$ cat config.mk
export PLATFORM = sky130hd
export DESIGN_NAME = csr_unit
export DESIGN_NICKNAME = d
export VERILOG_FILES = /design/src/csr_pkg.sv /design/src/csr_unit.sv /design/src/csr_readout.sv /design/src/csr_counters.sv /design/src/csr_execute.sv /design/src/csr_decode.sv
export SDC_FILE = /design/constraint.sdc
export NUM_CORES = 1
export LEC_CHECK = 0
export ABC_AREA = 1
export BUFFER_PORTS_ARGS = -buffer_cell sky130_fd_sc_hd__buf_2
export CAP_MARGIN = 20
export CORE_UTILIZATION = 28
export DETAILED_ROUTE_END_ITERATION = 16
export GPL_TIMING_DRIVEN = 0
export MAX_ROUTING_LAYER = met4
export PLACE_DENSITY = 0.45
export SKIP_LAST_GASP = 1
export SYNTH_ARGS = -nofsm -noshare
export SYNTH_HDL_FRONTEND = slang
export SYNTH_SLANG_ARGS = --single-unit
export TNS_END_PERCENT = 10
$ cat constraint.sdc
create_clock -name clk -period 2.6 [get_ports clk]
set_clock_uncertainty 0.15 [all_clocks]
set_input_delay 0.39 -clock clk [delete_from_list [all_inputs] [get_ports clk]]
set_output_delay 0.39 -clock clk [all_outputs]
set_load 0.05 [all_outputs]
$ cat src/csr_pkg.sv
// CSR unit package: widths, CSR addresses, operation and select enums, field masks
package csr_pkg;

    //////////////////////////////////////////////////////////////
    // Widths
    localparam int XLEN = 32;
    localparam int COUNTER_W = 64;
    localparam int ECODE_W = 5;
    localparam int CSR_ADDR_W = 12;
    localparam int RETIRE_W = 2;

    //////////////////////////////////////////////////////////////
    // Operations, low bits of funct3
    typedef enum logic [1:0] {
        RW = 2'b01,
        RS = 2'b10,
        RC = 2'b11
    } csr_op_t;

    // Register named by a decoded address
    typedef enum logic [4:0] {
        MISA, MVENDORID, MARCHID, MIMPID, MHARTID,
        MSTATUS, MIE, MTVEC, MSCRATCH,
        MEPC, MCAUSE, MTVAL, MIP,
        CYCLE_LO, CYCLE_HI, INSTRET_LO, INSTRET_HI,
        NONE
    } csr_sel_t;

    //////////////////////////////////////////////////////////////
    // Machine information, read-only
    localparam logic [CSR_ADDR_W-1:0] ADDR_MVENDORID = 12'hF11;
    localparam logic [CSR_ADDR_W-1:0] ADDR_MARCHID = 12'hF12;
    localparam logic [CSR_ADDR_W-1:0] ADDR_MIMPID = 12'hF13;
    localparam logic [CSR_ADDR_W-1:0] ADDR_MHARTID = 12'hF14;

    // Machine trap setup and handling
    localparam logic [CSR_ADDR_W-1:0] ADDR_MSTATUS = 12'h300;
    localparam logic [CSR_ADDR_W-1:0] ADDR_MISA = 12'h301;
    localparam logic [CSR_ADDR_W-1:0] ADDR_MIE = 12'h304;
    localparam logic [CSR_ADDR_W-1:0] ADDR_MTVEC = 12'h305;
    localparam logic [CSR_ADDR_W-1:0] ADDR_MSCRATCH = 12'h340;
    localparam logic [CSR_ADDR_W-1:0] ADDR_MEPC = 12'h341;
    localparam logic [CSR_ADDR_W-1:0] ADDR_MCAUSE = 12'h342;
    localparam logic [CSR_ADDR_W-1:0] ADDR_MTVAL = 12'h343;
    localparam logic [CSR_ADDR_W-1:0] ADDR_MIP = 12'h344;

    // Machine counters
    localparam logic [CSR_ADDR_W-1:0] ADDR_MCYCLE = 12'hB00;
    localparam logic [CSR_ADDR_W-1:0] ADDR_MINSTRET = 12'hB02;
    localparam logic [CSR_ADDR_W-1:0] ADDR_MCYCLEH = 12'hB80;
    localparam logic [CSR_ADDR_W-1:0] ADDR_MINSTRETH = 12'hB82;

    // User read-only counter aliases
    localparam logic [CSR_ADDR_W-1:0] ADDR_CYCLE = 12'hC00;
    localparam logic [CSR_ADDR_W-1:0] ADDR_TIME = 12'hC01;
    localparam logic [CSR_ADDR_W-1:0] ADDR_INSTRET = 12'hC02;
    localparam logic [CSR_ADDR_W-1:0] ADDR_CYCLEH = 12'hC80;
    localparam logic [CSR_ADDR_W-1:0] ADDR_TIMEH = 12'hC81;
    localparam logic [CSR_ADDR_W-1:0] ADDR_INSTRETH = 12'hC82;

    //////////////////////////////////////////////////////////////
    // Field masks
    localparam logic [XLEN-1:0] MSTATUS_WR_MASK = 32'h0000_0088;
    localparam logic [XLEN-1:0] MSTATUS_MPP_VAL = 32'h0000_1800;
    localparam logic [XLEN-1:0] MIE_MIP_MASK = 32'h0000_0888;
    localparam logic [XLEN-1:0] MISA_VAL = 32'h4000_0100;

endpackage
$ cat src/csr_unit.sv
// CSR unit top level: decode, execute, counters and readout
`timescale 1ns/1ps

module csr_unit #(
    parameter logic [csr_pkg::XLEN-1:0] hart_id = '0
) (
    input  logic                            clk,
    input  logic                            rst,
    input  logic [csr_pkg::CSR_ADDR_W-1:0]  csr_addr,
    input  csr_pkg::csr_op_t                csr_op,
    input  logic [csr_pkg::XLEN-1:0]        rs1,
    input  logic                            new_request,
    input  logic                            read_regs,
    input  logic                            commit,
    input  logic                            exception_valid,
    input  logic [csr_pkg::ECODE_W-1:0]     exception_code,
    input  logic [csr_pkg::XLEN-1:0]        exception_pc,
    input  logic [csr_pkg::XLEN-1:0]        exception_tval,
    input  logic                            mret,
    input  logic [csr_pkg::RETIRE_W-1:0]    retire_inc,
    output logic                            illegal,
    output logic [csr_pkg::XLEN-1:0]        wb_csr,
    output logic [csr_pkg::XLEN-1:0]        trap_pc,
    output logic [csr_pkg::XLEN-1:0]        csr_mepc
);

    csr_pkg::csr_sel_t              csr_sel;
    logic                           csr_write;
    logic [csr_pkg::XLEN-1:0]       mstatus;
    logic [csr_pkg::XLEN-1:0]       mie;
    logic [csr_pkg::XLEN-1:0]       mscratch;
    logic [csr_pkg::XLEN-1:0]       mcause;
    logic [csr_pkg::XLEN-1:0]       mtval;
    logic [csr_pkg::XLEN-1:0]       mip;
    logic [csr_pkg::COUNTER_W-1:0]  cycle_count;
    logic [csr_pkg::COUNTER_W-1:0]  instret_count;

    csr_decode u_decode (
        .csr_addr    (csr_addr),
        .new_request (new_request),
        .commit      (commit),
        .csr_sel     (csr_sel),
        .csr_write   (csr_write),
        .illegal     (illegal)
    );

    // mtvec and mepc leave the unit directly as trap_pc and csr_mepc
    csr_execute u_execute (
        .clk (clk), .rst (rst),
        .csr_sel (csr_sel), .csr_write (csr_write), .csr_op (csr_op),
        .rs1 (rs1), .old_value (wb_csr),
        .exception_valid (exception_valid), .exception_code (exception_code),
        .exception_pc (exception_pc), .exception_tval (exception_tval),
        .mret (mret),
        .mstatus (mstatus), .mie (mie), .mtvec (trap_pc), .mscratch (mscratch),
        .mepc (csr_mepc), .mcause (mcause), .mtval (mtval), .mip (mip)
    );

    csr_counters u_counters (
        .clk (clk), .rst (rst), .retire_inc (retire_inc),
        .cycle_count (cycle_count), .instret_count (instret_count)
    );

    csr_readout #(.hart_id(hart_id)) u_readout (
        .clk (clk), .rst (rst), .read_regs (read_regs), .csr_sel (csr_sel),
        .mstatus (mstatus), .mie (mie), .mtvec (trap_pc), .mscratch (mscratch),
        .mepc (csr_mepc), .mcause (mcause), .mtval (mtval), .mip (mip),
        .cycle_count (cycle_count), .instret_count (instret_count),
        .wb_csr (wb_csr)
    );

endmodule

$ cat src/csr_readout.sv
// CSR readout: addressed value mux and writeback register
`timescale 1ns/1ps

module csr_readout #(
    parameter logic [csr_pkg::XLEN-1:0] hart_id = '0
) (
    input  logic                            clk,
    input  logic                            rst,
    input  logic                            read_regs,
    input  csr_pkg::csr_sel_t               csr_sel,
    input  logic [csr_pkg::XLEN-1:0]        mstatus,
    input  logic [csr_pkg::XLEN-1:0]        mie,
    input  logic [csr_pkg::XLEN-1:0]        mtvec,
    input  logic [csr_pkg::XLEN-1:0]        mscratch,
    input  logic [csr_pkg::XLEN-1:0]        mepc,
    input  logic [csr_pkg::XLEN-1:0]        mcause,
    input  logic [csr_pkg::XLEN-1:0]        mtval,
    input  logic [csr_pkg::XLEN-1:0]        mip,
    input  logic [csr_pkg::COUNTER_W-1:0]   cycle_count,
    input  logic [csr_pkg::COUNTER_W-1:0]   instret_count,
    output logic [csr_pkg::XLEN-1:0]        wb_csr
);

    logic [csr_pkg::XLEN-1:0] selected;

    always_comb begin
        case (csr_sel)
            csr_pkg::MISA:       selected = csr_pkg::MISA_VAL;
            csr_pkg::MHARTID:    selected = hart_id;
            // No vendor, architecture or implementation ID
            csr_pkg::MVENDORID,
            csr_pkg::MARCHID,
            csr_pkg::MIMPID:     selected = '0;
            csr_pkg::MSTATUS:    selected = mstatus;
            csr_pkg::MIE:        selected = mie;
            csr_pkg::MTVEC:      selected = mtvec;
            csr_pkg::MSCRATCH:   selected = mscratch;
            csr_pkg::MEPC:       selected = mepc;
            csr_pkg::MCAUSE:     selected = mcause;
            csr_pkg::MTVAL:      selected = mtval;
            csr_pkg::MIP:        selected = mip;
            csr_pkg::CYCLE_LO:   selected = cycle_count[csr_pkg::XLEN-1:0];
            csr_pkg::CYCLE_HI:   selected = cycle_count[csr_pkg::COUNTER_W-1:csr_pkg::XLEN];
            csr_pkg::INSTRET_LO: selected = instret_count[csr_pkg::XLEN-1:0];
            csr_pkg::INSTRET_HI: selected = instret_count[csr_pkg::COUNTER_W-1:csr_pkg::XLEN];
            default:             selected = '0;
        endcase
    end

    // Old value held until the next read strobe
    always_ff @(posedge clk) begin
        if (rst)
            wb_csr <= '0;
        else if (read_regs)
            wb_csr <= selected;
    end

endmodule

$ cat src/csr_counters.sv
// Machine cycle and retired-instruction counters, 64 bits each
`timescale 1ns/1ps

module csr_counters (
    input  logic                            clk,
    input  logic                            rst,
    input  logic [csr_pkg::RETIRE_W-1:0]    retire_inc,
    output logic [csr_pkg::COUNTER_W-1:0]   cycle_count,
    output logic [csr_pkg::COUNTER_W-1:0]   instret_count
);

    // Retire increment widened to counter width
    logic [csr_pkg::COUNTER_W-1:0] retire_ext;

    assign retire_ext = {{(csr_pkg::COUNTER_W-csr_pkg::RETIRE_W){1'b0}}, retire_inc};

    always_ff @(posedge clk) begin
        if (rst) begin
            cycle_count <= '0;
            instret_count <= '0;
        end else begin
            cycle_count <= cycle_count + 1'b1;
            instret_count <= instret_count + retire_ext;
        end
    end

endmodule

$ cat src/csr_execute.sv
// CSR execute: read-modify-write result and machine trap registers with trap/mret updates
`timescale 1ns/1ps

module csr_execute (
    input  logic                        clk,
    input  logic                        rst,
    input  csr_pkg::csr_sel_t           csr_sel,
    input  logic                        csr_write,
    input  csr_pkg::csr_op_t            csr_op,
    input  logic [csr_pkg::XLEN-1:0]    rs1,
    input  logic [csr_pkg::XLEN-1:0]    old_value,
    input  logic                        exception_valid,
    input  logic [csr_pkg::ECODE_W-1:0] exception_code,
    input  logic [csr_pkg::XLEN-1:0]    exception_pc,
    input  logic [csr_pkg::XLEN-1:0]    exception_tval,
    input  logic                        mret,
    output logic [csr_pkg::XLEN-1:0]    mstatus,
    output logic [csr_pkg::XLEN-1:0]    mie,
    output logic [csr_pkg::XLEN-1:0]    mtvec,
    output logic [csr_pkg::XLEN-1:0]    mscratch,
    output logic [csr_pkg::XLEN-1:0]    mepc,
    output logic [csr_pkg::XLEN-1:0]    mcause,
    output logic [csr_pkg::XLEN-1:0]    mtval,
    output logic [csr_pkg::XLEN-1:0]    mip
);

    // mstatus bit positions
    localparam int MIE_BIT = 3;
    localparam int MPIE_BIT = 7;

    logic [csr_pkg::XLEN-1:0] updated;
    logic [csr_pkg::XLEN-1:0] mstatus_r;
    logic [csr_pkg::XLEN-1:0] mstatus_next;
    logic [csr_pkg::XLEN-1:0] mcause_wr;

    //////////////////////////////////////////////////////////////
    // Read-modify-write
    always_comb begin
        case (csr_op)
            csr_pkg::RW: updated = rs1;
            csr_pkg::RS: updated = old_value | rs1;
            csr_pkg::RC: updated = old_value & ~rs1;
            default:     updated = rs1;
        endcase
    end

    // Interrupt bit and exception code only
    assign mcause_wr = {updated[csr_pkg::XLEN-1],
                        {(csr_pkg::XLEN-1-csr_pkg::ECODE_W){1'b0}},
                        updated[csr_pkg::ECODE_W-1:0]};

    //////////////////////////////////////////////////////////////
    // mstatus: write, then trap entry, then mret
    always_comb begin
        mstatus_next = mstatus_r;
        if (csr_write && csr_sel == csr_pkg::MSTATUS) begin
            mstatus_next = updated & csr_pkg::MSTATUS_WR_MASK;
        end else if (exception_valid) begin
            mstatus_next[MPIE_BIT] = mstatus_r[MIE_BIT];
            mstatus_next[MIE_BIT] = 1'b0;
        end else if (mret) begin
            mstatus_next[MIE_BIT] = mstatus_r[MPIE_BIT];
            mstatus_next[MPIE_BIT] = 1'b1;
        end
    end

    // MPP is hardwired to machine mode
    assign mstatus = mstatus_r | csr_pkg::MSTATUS_MPP_VAL;

    //////////////////////////////////////////////////////////////
    // Register state
    always_ff @(posedge clk) begin
        if (rst) begin
            mstatus_r <= '0;
            mie <= '0;
            mtvec <= '0;
            mscratch <= '0;
            mepc <= '0;
            mcause <= '0;
            mtval <= '0;
            mip <= '0;
        end else begin
            mstatus_r <= mstatus_next;
            if (csr_write && csr_sel == csr_pkg::MIE)
                mie <= updated & csr_pkg::MIE_MIP_MASK;
            if (csr_write && csr_sel == csr_pkg::MIP)
                mip <= updated & csr_pkg::MIE_MIP_MASK;
            // Direct mode only, base is word aligned
            if (csr_write && csr_sel == csr_pkg::MTVEC)
                mtvec <= {updated[csr_pkg::XLEN-1:2], 2'b00};
            if (csr_write && csr_sel == csr_pkg::MSCRATCH)
                mscratch <= updated;
            // Trap entry overrides a software write
            if (exception_valid) begin
                mepc <= {exception_pc[csr_pkg::XLEN-1:2], 2'b00};
                mcause <= {{(csr_pkg::XLEN-csr_pkg::ECODE_W){1'b0}}, exception_code};
                mtval <= exception_tval;
            end else if (csr_write) begin
                if (csr_sel == csr_pkg::MEPC)
                    mepc <= {updated[csr_pkg::XLEN-1:2], 2'b00};
                if (csr_sel == csr_pkg::MCAUSE)
                    mcause <= mcause_wr;
                if (csr_sel == csr_pkg::MTVAL)
                    mtval <= updated;
            end
        end
    end

endmodule

$ cat src/csr_decode.sv
// CSR address decode: register select, illegal address flag and write strobe
`timescale 1ns/1ps

module csr_decode (
    input  logic [csr_pkg::CSR_ADDR_W-1:0] csr_addr,
    input  logic                           new_request,
    input  logic                           commit,
    output csr_pkg::csr_sel_t              csr_sel,
    output logic                           csr_write,
    output logic                           illegal
);

    // Top two address bits of 11 mark a read-only CSR
    logic read_only;

    always_comb begin
        case (csr_addr)
            csr_pkg::ADDR_MISA:      csr_sel = csr_pkg::MISA;
            csr_pkg::ADDR_MVENDORID: csr_sel = csr_pkg::MVENDORID;
            csr_pkg::ADDR_MARCHID:   csr_sel = csr_pkg::MARCHID;
            csr_pkg::ADDR_MIMPID:    csr_sel = csr_pkg::MIMPID;
            csr_pkg::ADDR_MHARTID:   csr_sel = csr_pkg::MHARTID;
            csr_pkg::ADDR_MSTATUS:   csr_sel = csr_pkg::MSTATUS;
            csr_pkg::ADDR_MIE:       csr_sel = csr_pkg::MIE;
            csr_pkg::ADDR_MTVEC:     csr_sel = csr_pkg::MTVEC;
            csr_pkg::ADDR_MSCRATCH:  csr_sel = csr_pkg::MSCRATCH;
            csr_pkg::ADDR_MEPC:      csr_sel = csr_pkg::MEPC;
            csr_pkg::ADDR_MCAUSE:    csr_sel = csr_pkg::MCAUSE;
            csr_pkg::ADDR_MTVAL:     csr_sel = csr_pkg::MTVAL;
            csr_pkg::ADDR_MIP:       csr_sel = csr_pkg::MIP;
            // Machine counters and their user aliases, time follows cycle
            csr_pkg::ADDR_MCYCLE,
            csr_pkg::ADDR_CYCLE,
            csr_pkg::ADDR_TIME:      csr_sel = csr_pkg::CYCLE_LO;
            csr_pkg::ADDR_MCYCLEH,
            csr_pkg::ADDR_CYCLEH,
            csr_pkg::ADDR_TIMEH:     csr_sel = csr_pkg::CYCLE_HI;
            csr_pkg::ADDR_MINSTRET,
            csr_pkg::ADDR_INSTRET:   csr_sel = csr_pkg::INSTRET_LO;
            csr_pkg::ADDR_MINSTRETH,
            csr_pkg::ADDR_INSTRETH:  csr_sel = csr_pkg::INSTRET_HI;
            default:                 csr_sel = csr_pkg::NONE;
        endcase
    end

    assign read_only = (csr_addr[csr_pkg::CSR_ADDR_W-1 -: 2] == 2'b11);

    // Unknown address only matters while a request is active
    assign illegal = new_request && (csr_sel == csr_pkg::NONE);

    // Read-only writes are dropped quietly
    assign csr_write = commit && !read_only;

endmodule

Word-level counts from Yosys, hierarchy flattened
Index checks and enable logic that the tools add are counted.
{"block": "word_totals", "ramBits": 0, "wordCells": 97, "latchBits": 0, "memories": 0, "regBits": 298, "rom_bits": 0}
{"block": "op_classes", "mux": 18, "div": 0, "addsub": 2, "multipliers": 0, "magnitude_cmp": 0, "bitwise": 3, "n_reduce_logical": 23, "eq_ne": 39, "n_shift": 0}
{"op": "32-bit case mux with 13 select lines", "n": 1}
{"op": "32-bit two-way mux", "n": 6}
{"op": "12-bit == test, second input constant", "n": 14}
{"op": "12-bit by 10-bit == test with 1-bit output, second input constant", "n": 9}
{"op": "5-bit case mux with 17 select lines", "n": 1}
{"op": "64-bit by 1-bit adder with 64-bit output, second input constant", "n": 1}
{"op": "64-bit by 2-bit adder with 64-bit output", "n": 1}
{"op": "32-bit case mux with 2 select lines", "n": 1}
{"op": "5-bit by 4-bit == test with 1-bit output, second input constant", "n": 8}
{"op": "32-bit AND", "n": 1}
{"op": "32-bit inverter", "n": 1}
{"op": "32-bit OR", "n": 1}
{"op": "5-bit by 3-bit == test with 1-bit output, second input constant", "n": 3}
{"op": "5-bit two-way mux", "n": 3}
{"op": "5-bit == test, second input constant", "n": 2}
{"op": "2-bit AND reduction", "n": 4}
{"op": "2-bit nonzero test", "n": 4}
{"op": "1-bit logical AND", "n": 7}
{"op": "2-bit == test, second input constant", "n": 3}
{"op": "1-bit two-way mux", "n": 6}
{"op": "2-bit OR reduction", "n": 3}
{"op": "3-bit OR reduction", "n": 2}
{"op": "5-bit zero test", "n": 1}
{"op": "3-bit nonzero test", "n": 1}
{"op": "1-bit zero test", "n": 1}

Depth between registers and ports, before layout
Gate-level depths: netlist (run 1).
{"block": "logic_depth", "depth_word": 7, "ltp_mapped": 14}

By module
Synthesis (run 1) repeated with hierarchy kept, for this count alone.
{"block": "unflattened", "hier_cells": 3331, "area_unflattened_um2": 19885.3}
{"module": "csr_execute", "area_each_um2": 7512.2, "instances": 1, "cells_each": 1123}
{"module": "csr_counters", "area_each_um2": 7293.2, "instances": 1, "cells_each": 1170}
{"module": "csr_readout", "area_each_um2": 4545.6, "instances": 1, "cells_each": 925}
{"module": "csr_decode", "area_each_um2": 534.3, "instances": 1, "cells_each": 113}

Least setup slack after synthesis (run 1)
Ideal clock, no wire load.
{"block": "synth_path", "path_kind": "input -> output", "start": "in csr_addr[11] in the netlist's numbering", "end": "out illegal", "arrival_ns": 2.307, "t_required_ns": 2.060, "path_buffers": 1, "path_stages": 10, "setup_slack_ns": -0.247, "cell_sequence": "nand2_1 -> inv_1 -> nand3_1 -> nand2_1 -> nand2_1 -> nand2_2 -> buf_2 -> nor2_1 -> nand4_1 -> nor3_1"}
{"block": "synth_between", "elab_chain_cells": 5}
{"element": "start, declared", "line_no": "csr_unit.sv:9", "source": "input logic [csr_pkg::CSR_ADDR_W-1:0] csr_addr,"}
{"element": "12-bit == test", "line_no": "csr_decode.sv:17", "source": "case (csr_addr)"}
{"element": "3-bit OR reduction / 2-bit OR reduction (equally long branches)", "line_no": "csr_decode.sv:17"}
{"element": "5-bit case mux with 17 select lines *", "line_no": "csr_decode.sv:17"}
{"element": "5-bit == test *", "line_no": "csr_decode.sv:49", "source": "assign illegal = new_request && (csr_sel == csr_pkg::NONE);"}
{"element": "1-bit logical AND *", "line_no": "csr_decode.sv:49"}
{"element": "end, declared", "line_no": "csr_unit.sv:21", "source": "output logic illegal,"}
Every way passes the cells marked *; elsewhere a longest branch is shown, timed or not.

Worst setup path after layout (run 1)
{"block": "layout_path", "start": "in csr_op[1]", "end": "reg u_execute.mtval[11] in the netlist's numbering"}
{"block": "layout_between", "elab_chain_cells": 5}
{"element": "start, declared", "line_no": "csr_unit.sv:10", "source": "input csr_pkg::csr_op_t csr_op,"}
{"element": "2-bit == test", "line_no": "csr_execute.sv:39", "source": "case (csr_op)"}
{"element": "32-bit case mux with 2 select lines *", "line_no": "csr_execute.sv:39"}
{"element": "32-bit two-way mux *", "line_no": "csr_execute.sv:103", "source": "if (csr_sel == csr_pkg::MTVAL)"}
{"element": "32-bit two-way mux *", "line_no": "csr_execute.sv:98", "source": "end else if (csr_write) begin"}
{"element": "32-bit two-way mux *", "line_no": "csr_execute.sv:94", "source": "if (exception_valid) begin"}
{"element": "end signal, assigned", "line_no": "csr_execute.sv:97", "source": "mtval <= exception_tval;"}
{"element": "end signal, assigned", "line_no": "csr_execute.sv:104", "source": "mtval <= updated;"}
{"element": "end, declared", "line_no": "csr_execute.sv:23", "source": "output logic [csr_pkg::XLEN-1:0] mtval,"}
Every way passes the cells marked *; elsewhere a longest branch is shown, timed or not. The select of a mux whose other input is x is not followed.
A chain may end at the register's enable or synchronous reset.

==> results of run 1 <==
-- power by group through the flow --
stage                     Combinational, W  Sequential, W  Clock, W
final                              0.00103        0.00472   0.00592
after global routing               0.00111        0.00473   0.00621
after CTS                          0.00101        0.00472   0.00602
after detailed placement          0.000981        0.00482         0
after global placement            0.000977        0.00482         0
after floorplan                   0.000445        0.00492         0
-- path summary, 6_finish.rpt --
path                                                             from                                    end  depth (start not counted)
worst max-delay path                                        csr_op[1]       u_execute.mtval[11]$_SDFFE_PP0P_                         11
worst min-delay path                               exception_tval[29]       u_execute.mtval[29]$_SDFFE_PP0P_                          5
worst max register to register  u_counters.cycle_count[17]$_SDFF_PP0_  u_counters.cycle_count[19]$_SDFF_PP0_                          7
worst min register to register         u_execute.mip[11]$_SDFFE_PP0P_         u_execute.mip[11]$_SDFFE_PP0P_                          2
-- logic make-up (layout without fill, tap and decap cells) --
group,count (synthesis),after routing,synth area share (%)
other,1,4,0.0220
buffers and inverters,518,836,11.8
xor gates and xnor gates,13,13,0.669
AOI/OAI and AO/OA,495,495,15.6
adders and majority gates,4,4,0.338
DFF,298,298,35.1
and+or+nand+nor,1439,1439,36.5
-- through the flow --
step	util (%)	power (W)
6_report	35.2	0.0117
5_1_grt	35.2	0.0120
4_1_cts	34.9	0.0117
3_5_place_dp	32.0	0.00580
3_3_place_gp	32.0	0.00579
2_1_floorplan	-	0.00537
-- area by class of cell --
type / instances / area (um^2) / area share, %
Clock buffer: 59 / 1190 / 5.70
Multi-Input combinational cell: 1955 / 9200 / 44.0
Inverter: 409 / 1540 / 7.34
Clock inverter: 15 / 209 / 0.999
Sequential cell: 298 / 5970 / 28.6
Buffer: 109 / 480 / 2.30
Timing Repair Buffer: 244 / 1360 / 6.49
Tap cell: 773 / 967 / 4.63
-- tightest hold or removal path: stages --
cell     delay (ns)
buf_2          0.11
nand2_1        0.06
nand2_1        0.05
nand2_1        0.05
a21oi_1        0.05
-- sequential cells by signal (all words and copies together) (netlist names) --
name,flops
u_execute.mscratch,32
u_execute.mip,3
u_execute.mepc,30
u_counters.instret_count,64
u_execute.mie,3
u_readout.wb_csr,32
u_execute.mcause,6
u_execute.mtval,32
u_execute.mstatus_r,2
u_execute.mtvec,30
u_counters.cycle_count,64
-- metal layers --
layer,routed length [um],up-vias,global-route usage [%]
met2,38600,678,43.8
li1,-,9479,-
met3,4870,89,3.03
met5,0,-,-
met1,39200,9129,37.2
met4,2020,0,7.06
-- Yosys cell counts, types with 3 or more instances --
| library cell | count |
|---|---|
| nor3_1 | 83 |
| nor3_2 | 8 |
| a31oi_1 | 8 |
| nor4_1 | 5 |
| nand3b_1 | 7 |
| or2_2 | 15 |
| o21a_1 | 7 |
| inv_2 | 20 |
| a211oi_1 | 29 |
| inv_1 | 388 |
| or2_0 | 19 |
| a21oi_1 | 233 |
| buf_2 | 28 |
| ha_1 | 3 |
| o22ai_1 | 30 |
| buf_4 | 8 |
| dfxtp_1 | 298 |
| nand2_2 | 10 |
| xor2_1 | 8 |
| clkbuf_1 | 72 |
| nor2_1 | 265 |
| nor2_4 | 4 |
| nand4_1 | 72 |
| o21ai_0 | 171 |
| xnor2_1 | 5 |
| nor2_2 | 14 |
| nand3_1 | 149 |
| o21ai_1 | 8 |
| nand2_1 | 779 |
-- timing repair --
action                                  4_1_cts  5_1_grt
buffers inserted                             10        8
hold buffers                                 14        0
gates resized for setup                      22       23
hold endpoints to repair                     14        0
pin swaps                                     6       10
endpoints found under the setup margin       38       43
==> flow_summary.toml, run 1 <==
[worst_setup_path]
cp_max_fo = 10
crit_chain = "clkbuf_1, nand2_1, inv_1, clkbuf_1, o21ai_1, inv_1, nor2_1, inv_1, nand2_1, nand2_1, a21oi_1"
cp_data_arrival_time_ns = 2.97
critPathTopFamily = "buffers and inverters"
rrSetupSlack_ns = -0.09
endpoint_kind = "flop"
crit_buf_inv = 5
crit_type = "in -> reg"
critPathLaunchType = "input pin"
required_ns = 2.88
slowest_delay_ns = 0.59
critPathSlowestCell = "clkbuf_1"

[clock_tree]
numCtsBuffers = 40
htreeDepth = 2
clk_latency_ns = 0.58
clock_path_buffers = 3
tritoncts = "done"
clock-root-buffer = "clkbuf_16"
clk_pin_slew_ns = 0.06
clock_sinks = 298

[placement]
dpl.cell_count = 3755
gp_congestion = 0.970
post-place-ws_ns = -0.658
placed_cell_area_um2 = 19000
portBuffers = 211
hpwlAfterDp_um = 68400

[power]
swShare_pct = 26.9
clock_power_share_pct = 50.7
internal_power_w = 0.00852
p_seq_share_pct = 40.5
p_switching_w = 0.00314
ir_worst_vdd_v = 0.000501
leakage_nw = 8.32
cellPowerDensity_nw_per_um2 = 558
pwr-share-comb_pct = 8.8

[synthesis]
async_flop_share_pct = 0
yosys_warnings = 0
synth-seq-cells = 298
synth_top_area_share_pct = 35.1
synth_edf_count = 0
synthCells = 2768
synth_area_um2 = 17000
yosys.area.top_type = "dfxtp_1"
yosysUniqueCellTypes = 46
synth.top_cells.by_area = "dfxtp_1 (35%), nand2_1 (17%), inv_1 (8.6%)"
syn_avg_cell_area_um2 = 6.14
seq_area_frac_synth_pct = 35.1
synth_ff_type = "dfxtp_1"

[die]
initial_core_util_pct = 28.6
rows = 89
num_io_pins = 221
dieArea_um2 = 61700
die_w_um = 248
die_y_um = 248
core_um2 = 59500

[finish]
final_layout_size_suffix_gt1_share_pct = 14.3
n_antenna_cell = 0
finalNonFillerCells = 3862
n_fill_cell = 6747
area_growth_pct = 22.9
nets = 3185
final_common_cell = "nand2_1"
fin_area_um2 = 20900
final_cell_mix = "nand2_1 (772), inv_1 (386), dfxtp_1 (296), nor2_1 (259), buf_2 (237)"

[timing]
timing.final.crit_share_pct = 104
worst_slack_ns = -0.0970
setup_tns_ns = -0.371
setup_viol = 7
post-route-min-period_ns = 2.70
grt_setup_unrepaired = "yes"
whs_ns = 0.0239
slew_viol_final = 0
slew_headroom_pct = 22.3
timing.fmax_ghz = 0.371
worst_pin_slew_ns = 1.15
timing_hold_violations_final = 0

[hold_path]
min_path_type = "in -> reg"

[detailed_routing]
vias = 19400
drcViolationCount = 0
drt-total-wl_um = 84700
vias_per_cell = 5.02
firstDrtPassIters = 6
drt_iter0_drc = 1836
wl_per_cell_um = 21.9
drtAntennaViolNets = 0

[global_route]
track_usage_pct = 27.6
grt_pass1_vias = 18300
antenna_found_initial = 0
grt_start_max_net_pins = 12
grt_pass1_wl_um = 123000
grt_overflow_total = 0

[outcome]
status = "complete, but fails checks"
violations = "negative setup slack"

[flow_run]
max_cap_violations = 0
(Power assumes the default switching activity.)
==> run 2, diff against run 1 <==
--- a/config.mk
+++ b/config.mk
@@ -8,11 +8,13 @@
 export ABC_AREA = 1
 export BUFFER_PORTS_ARGS = -buffer_cell sky130_fd_sc_hd__buf_2
 export CAP_MARGIN = 20
-export CORE_UTILIZATION = 28
+export CORE_ASPECT_RATIO = 1.2
+export CORE_MARGIN = 3
+export CORE_UTILIZATION = 45
 export DETAILED_ROUTE_END_ITERATION = 16
 export GPL_TIMING_DRIVEN = 0
 export MAX_ROUTING_LAYER = met4
-export PLACE_DENSITY = 0.45
+export PLACE_DENSITY = 0.65
 export SKIP_LAST_GASP = 1
 export SYNTH_ARGS = -nofsm -noshare
 export SYNTH_HDL_FRONTEND = slang
==> run 2 against run 1 <==
The run now ends clean. Combinational power decreased by 6%. Global-route usage increased by 8.6 points. Final cell count decreased by 8.6%. Fmax increased by 4.2%. Utilization increased by 19 points. First-iteration DRC count increased by 0.44%. Die area decreased by 35%. Routed wire length decreased by 15%.
==> flow_summary.toml, run 2 (same netlist as run 1, synthesis figures left out) <==
[detailed_routing]
drt_iter0_drc = 1844
drtAntennaViolNets = 0
drcViolationCount = 0
wl_per_cell_um = 20.5
vias_per_cell = 5.49
vias = 19400
firstDrtPassIters = 6
drt-total-wl_um = 72200

[worst_setup_path]
cp_data_arrival_time_ns = 2.05
required_ns = 2.06
crit_type = "in -> out"
endpoint_kind = "output pin"
critPathLaunchType = "input pin"
cp_max_fo = 10

[finish]
nets = 3159
n_fill_cell = 3875
reg_top3 = "u_counters.cycle_count: 64 flops, u_counters.instret_count: 64 flops"
area_growth_pct = 17.9
fin_area_um2 = 20100
final_common_cell = "nand2_1"
final_cell_mix = "nand2_1 (777), inv_1 (387), dfxtp_1 (297), nor2_1 (260), buf_2 (237)"
seqCellArea_um2 = 5970
multi_input_area_um2 = 9140
final_layout_size_suffix_gt1_share_pct = 13.3
n_antenna_cell = 0

[clock_tree]
clk_pin_slew_ns = 0.06
clock_path_buffers = 3
clk_latency_ns = 0.54
numCtsBuffers = 35
htreeDepth = 2
clock-root-buffer = "clkbuf_16"
clock_sinks = 298
tritoncts = "done"

[timing]
timing_hold_violations_final = 0
timing.fmax_ghz = 0.386
grt_setup_unrepaired = "yes"
timing.final.crit_share_pct = 99.5
post-route-min-period_ns = 2.59
setup_tns_ns = 0
slew_viol_final = 0
slew_headroom_pct = 26.3
worst_pin_slew_ns = 1.11
setup_viol = 0

[placement]
placed_cell_area_um2 = 18700
portBuffers = 211
gp_congestion = 1.07
hpwlAfterDp_um = 58500

[power]
leakage_nw = 8.08
ir_worst_vdd_v = 0.000405
p_total_w = 0.0109
cellPowerDensity_nw_per_um2 = 541

[global_route]
grt_pass1_wl_um = 108000
grt_pass1_vias = 18300
track_usage_pct = 36.2
grt_start_max_net_pins = 13
antenna_found_initial = 0
grt_overflow_total = 0

[die]
num_io_pins = 221
dieArea_um2 = 40200
core_um2 = 37100
initial_core_util_pct = 45.9
die_y_um = 219
die_w_um = 183
rows = 77

[outcome]
status = "finished, final reports clean"

[flow_run]
max_cap_violations = 0

[hold_path]
min_path_type = "in -> reg"
-- run 2: changes by cell type in the layout (fill, tap and decap cells not counted), sizes merged --
cell,change
buf,-12
inv,+1
dlygate4sd3,-8
bufinv,-1
clkinv,-6
clkbuf,-8
-- run 2: final timing paths --
check | start | endpoint | slack [ns] | depth (start not counted)
setup reg to reg | u_counters.instret_count[0]$_SDFF_PP0_ | u_counters.instret_count[44]$_SDFF_PP0_ | 0.06 | 12
setup / recovery | csr_addr[0] | illegal | 0.01 | 12
hold / removal | exception_code[3] | u_execute.mcause[3]$_SDFFE_PP0P_ | 0.02 | 3
hold reg to reg | u_execute.mscratch[1]$_SDFFE_PP0P_ | u_execute.mscratch[1]$_SDFFE_PP0P_ | 0.29 | 2
-- run 2: timing repair --
item | 4_1_cts | 5_1_grt
setup endpoints to repair | 18 | 23
buffers inserted | 5 | 1
pin swaps | 3 | 2
hold buffers | 6 | 0
hold endpoints to repair | 6 | 0
resized for setup | 12 | 14
-- run 2: power by group --
part | switching [W] | internal [W]
combinational | 0.000711 | 0.000262
clock | 0.00210 | 0.00307
sequential | 0.0000564 | 0.00465
total | 0.00287 | 0.00799
-- run 2: critical path: stages --
cell and delay (ns):
buf_2 0.13, inv_2 0.08, nor2_1 0.06, nand2_1 0.13, inv_2 0.09, nand3_1 0.14
nand2_4 0.14, buf_4 0.23, nor2_4 0.17, nand4_1 0.12, nor3_2 0.17, buf_6 0.19
-- run 2: per-stage QoR --
step                      hold WS (ns)  setup WS (ns)  util [%]  instances
after floorplan                  0.274          0.161         -       2771
after global placement           0.285         -0.694      50.3       3456
after detailed placement         0.286         -0.682      50.3       3456
after CTS                      0.00440        -0.0398      53.9       3528
after global routing            0.0212        -0.0723      54.1       3529
final                           0.0187         0.0121      54.1       3529
-- run 2: layer usage --
metal,vias to the layer above,part of all wire (%),global-route usage [%]
met4,0,7.3,21.6
met3,265,7.5,5.02
met1,8802,40,43.2
met5,-,0,-
met2,916,46,58.1
li1,9407,-,-
-- run 2: layout make-up --
cell class                 instances  area share, %
buffer                           109           2.38
clock buffer                      52           5.19
clock inverter                     9          0.674
inverter                         409           7.65
multi-input combinational       1955           45.6
sequential                       298           29.8
tap                              474           2.96
timing repair buffer             223           5.82
==> run 3, diff against run 2 <==
--- a/config.mk
+++ b/config.mk
@@ -13,8 +13,10 @@
 export CORE_UTILIZATION = 45
 export DETAILED_ROUTE_END_ITERATION = 16
 export GPL_TIMING_DRIVEN = 0
+export HOLD_SLACK_MARGIN = 0.06
 export MAX_ROUTING_LAYER = met4
 export PLACE_DENSITY = 0.65
+export REMOVE_ABC_BUFFERS = 1
 export SKIP_LAST_GASP = 1
 export SYNTH_ARGS = -nofsm -noshare
 export SYNTH_HDL_FRONTEND = slang
==> run 3 against run 2 <==
The run now ends with negative setup slack left. Hold slack improved by 0.062 ns. Via count fell by 3.3%. Final cell count fell by 1.9%. Cell area rose by 0.36%. Global-route usage fell by 3.7 points. Die area did not move. Critical path type unchanged. Largest power group unchanged.
==> flow_summary.toml, run 3 (same netlist as run 1, synthesis figures left out) <==
[global_route]
use_met2_pct = 53.0
grt_overflow_total = 0
busiest_layer = "met2"
grt_util_met3_pct = 3.65
grt_pass1_wl_um = 98200
grt_start_max_net_pins = 108
grt_pass1_vias = 17300
met1_usage_pct = 39.8
antenna_found_initial = 1
track_usage_pct = 32.4

[worst_setup_path]
crit_type = "in -> out"
cp.depth = 11
crit_buf_inv = 4
crit_chain = "buf_2, inv_2, nor2_1, nand2_1, inv_2, nand3_1, nand2_2, nor2_1, nand4_1, nor3_1, clkbuf_4"
required_ns = 2.06
critPathLaunchType = "input pin"
critPathTopFamily = "simple AND/OR/NAND/NOR gates"
cp_max_fo = 19
slowest_delay_ns = 0.34
critPathLaunch = "csr_addr[0]"
endpoint_kind = "output pin"
ff2ff_path_depth = 11
cp_data_arrival_time_ns = 2.08
r2r-start = "u_counters.instret_count[1]$_SDFF_PP0_"
critPathSlowestCell = "nand2_2"

[flow_run]
max_cap_violations = 0

[timing]
timing.fmax_ghz = 0.382
slew_headroom_pct = 37.2
setup_viol = 1
timing.final.crit_share_pct = 101
worst_slack_ns = -0.0152
worst_pin_slew_ns = 0.940
slew_viol_final = 0
timing_hold_violations_final = 0
grt_setup_unrepaired = "yes"
post-route-min-period_ns = 2.62

[finish]
final_common_cell = "nand2_1"
nets = 3089
reg_top3 = "u_counters.cycle_count: 64 flops, u_counters.instret_count: 64 flops"
final_layout_size_suffix_gt1_share_pct = 13.1
area_growth_pct = 18.3
final_cell_mix = "nand2_1 (777), inv_1 (383), dfxtp_1 (297), nor2_1 (264), a21oi_1 (233)"
final_util_pct = 54.3

[hold_path]
whs_path_depth = 5
worstHoldStart = "exception_tval[17]"
min_path_type = "in -> reg"

[clock_tree]
tritoncts = "done"
clock-root-buffer = "clkbuf_16"
htreeDepth = 2
clock_sinks = 298
clk_latency_ns = 0.54
clk_pin_slew_ns = 0.06
clock_path_buffers = 3
numCtsBuffers = 35

[detailed_routing]
vias_per_cell = 5.42
drcViolationCount = 0
drtAntennaViolNets = 0
drt-total-wl_um = 65000
firstDrtPassIters = 6
wl_per_cell_um = 18.8
vias = 18700
drt_iter0_drc = 1511

[placement]
hpwlAfterDp_um = 48100
post-place-ws_ns = -1.09
portBuffers = 214
gp_congestion = 0.985

[power]
ir_worst_vdd_v = 0.000393
leakage_nw = 8.07
swShare_pct = 25.7
cellPowerDensity_nw_per_um2 = 533
p_seq_share_pct = 43.8
clock_power_share_pct = 47.4
pwr-share-comb_pct = 8.7
internal_power_w = 0.00798
p_switching_w = 0.00276

[outcome]
status = "complete, but fails checks"
violations = "negative setup slack"

[die]
num_io_pins = 221
die_y_um = 219
initial_core_util_pct = 45.9
dieArea_um2 = 40200
die_w_um = 183
core_um2 = 37100
rows = 77
run 3: layout make-up:
| cell class | count | area (um^2) |
|---|---|---|
| antenna | 1 | 2.50 |
| clock buffer | 53 | 1060 |
| clock inverter | 9 | 119 |
| fill | 3826 | 17000 |
| inverter | 409 | 1550 |
| multi-input combinational | 1955 | 9140 |
| sequential | 298 | 5970 |
| tap | 474 | 593 |
| timing repair buffer | 261 | 1690 |
| timing repair inverter | 1 | 7.51 |
run 3: layer usage:
metal / routed length [um] / up-vias
met5: 0 / -
met4: 3640 / 0
met3: 4260 / 157
met2: 30600 / 739
met1: 26500 / 8579
li1: - / 9268
run 3: final timing paths:
path | end | slack (ns)
max reg2reg | u_counters.instret_count[19]$_SDFF_PP0_ | 0.06
min reg2reg | u_execute.mscratch[0]$_SDFFE_PP0P_ | 0.30
min | u_execute.mtval[17]$_SDFFE_PP0P_ | 0.08
max | illegal | -0.02
run 3: power groups by stage:
stage               Clock, W  Combinational [W]  Sequential, W
floorplan                  0           0.000355        0.00492
global placement           0           0.000847        0.00480
detailed placement         0           0.000883        0.00480
CTS                  0.00518           0.000921        0.00470
global route         0.00534            0.00103        0.00471
finish               0.00509           0.000939        0.00471
run 3: metrics by stage:
step                      power, W  instance area (um^2)  hold WS [ns]  TNS [ns]  cells
after global routing        0.0111                 20100        0.0951     -4.93   3461
after global placement     0.00565                 18200         0.283   -826.12   3350
final                       0.0107                 20100        0.0803   -0.0152   3461
after detailed placement   0.00569                 18500         0.288    -92.14   3362
after CTS                   0.0108                 20000        0.0609     -1.87   3449
after floorplan            0.00528                 16500         0.276    -36.63   2662
run 3: worst register-to-register path: cells and delay by family, from the launching register on:
family	cells	cell delay, ns
fa+ha+maj	1	0.29
flops	1	0.33
simple gates	7	1.17
compound gates	3	0.48
run 3: what timing repair did:
| item | CTS | global route |
|---|---|---|
| gates cloned | 1 | 0 |
| hold buffers | 24 | 0 |
| buffers inserted | 0 | 10 |
| endpoints found under the hold margin | 24 | 0 |
| pin swaps | 0 | 6 |
| resized for setup | 6 | 15 |
| endpoints found under the setup margin | 101 | 69 |
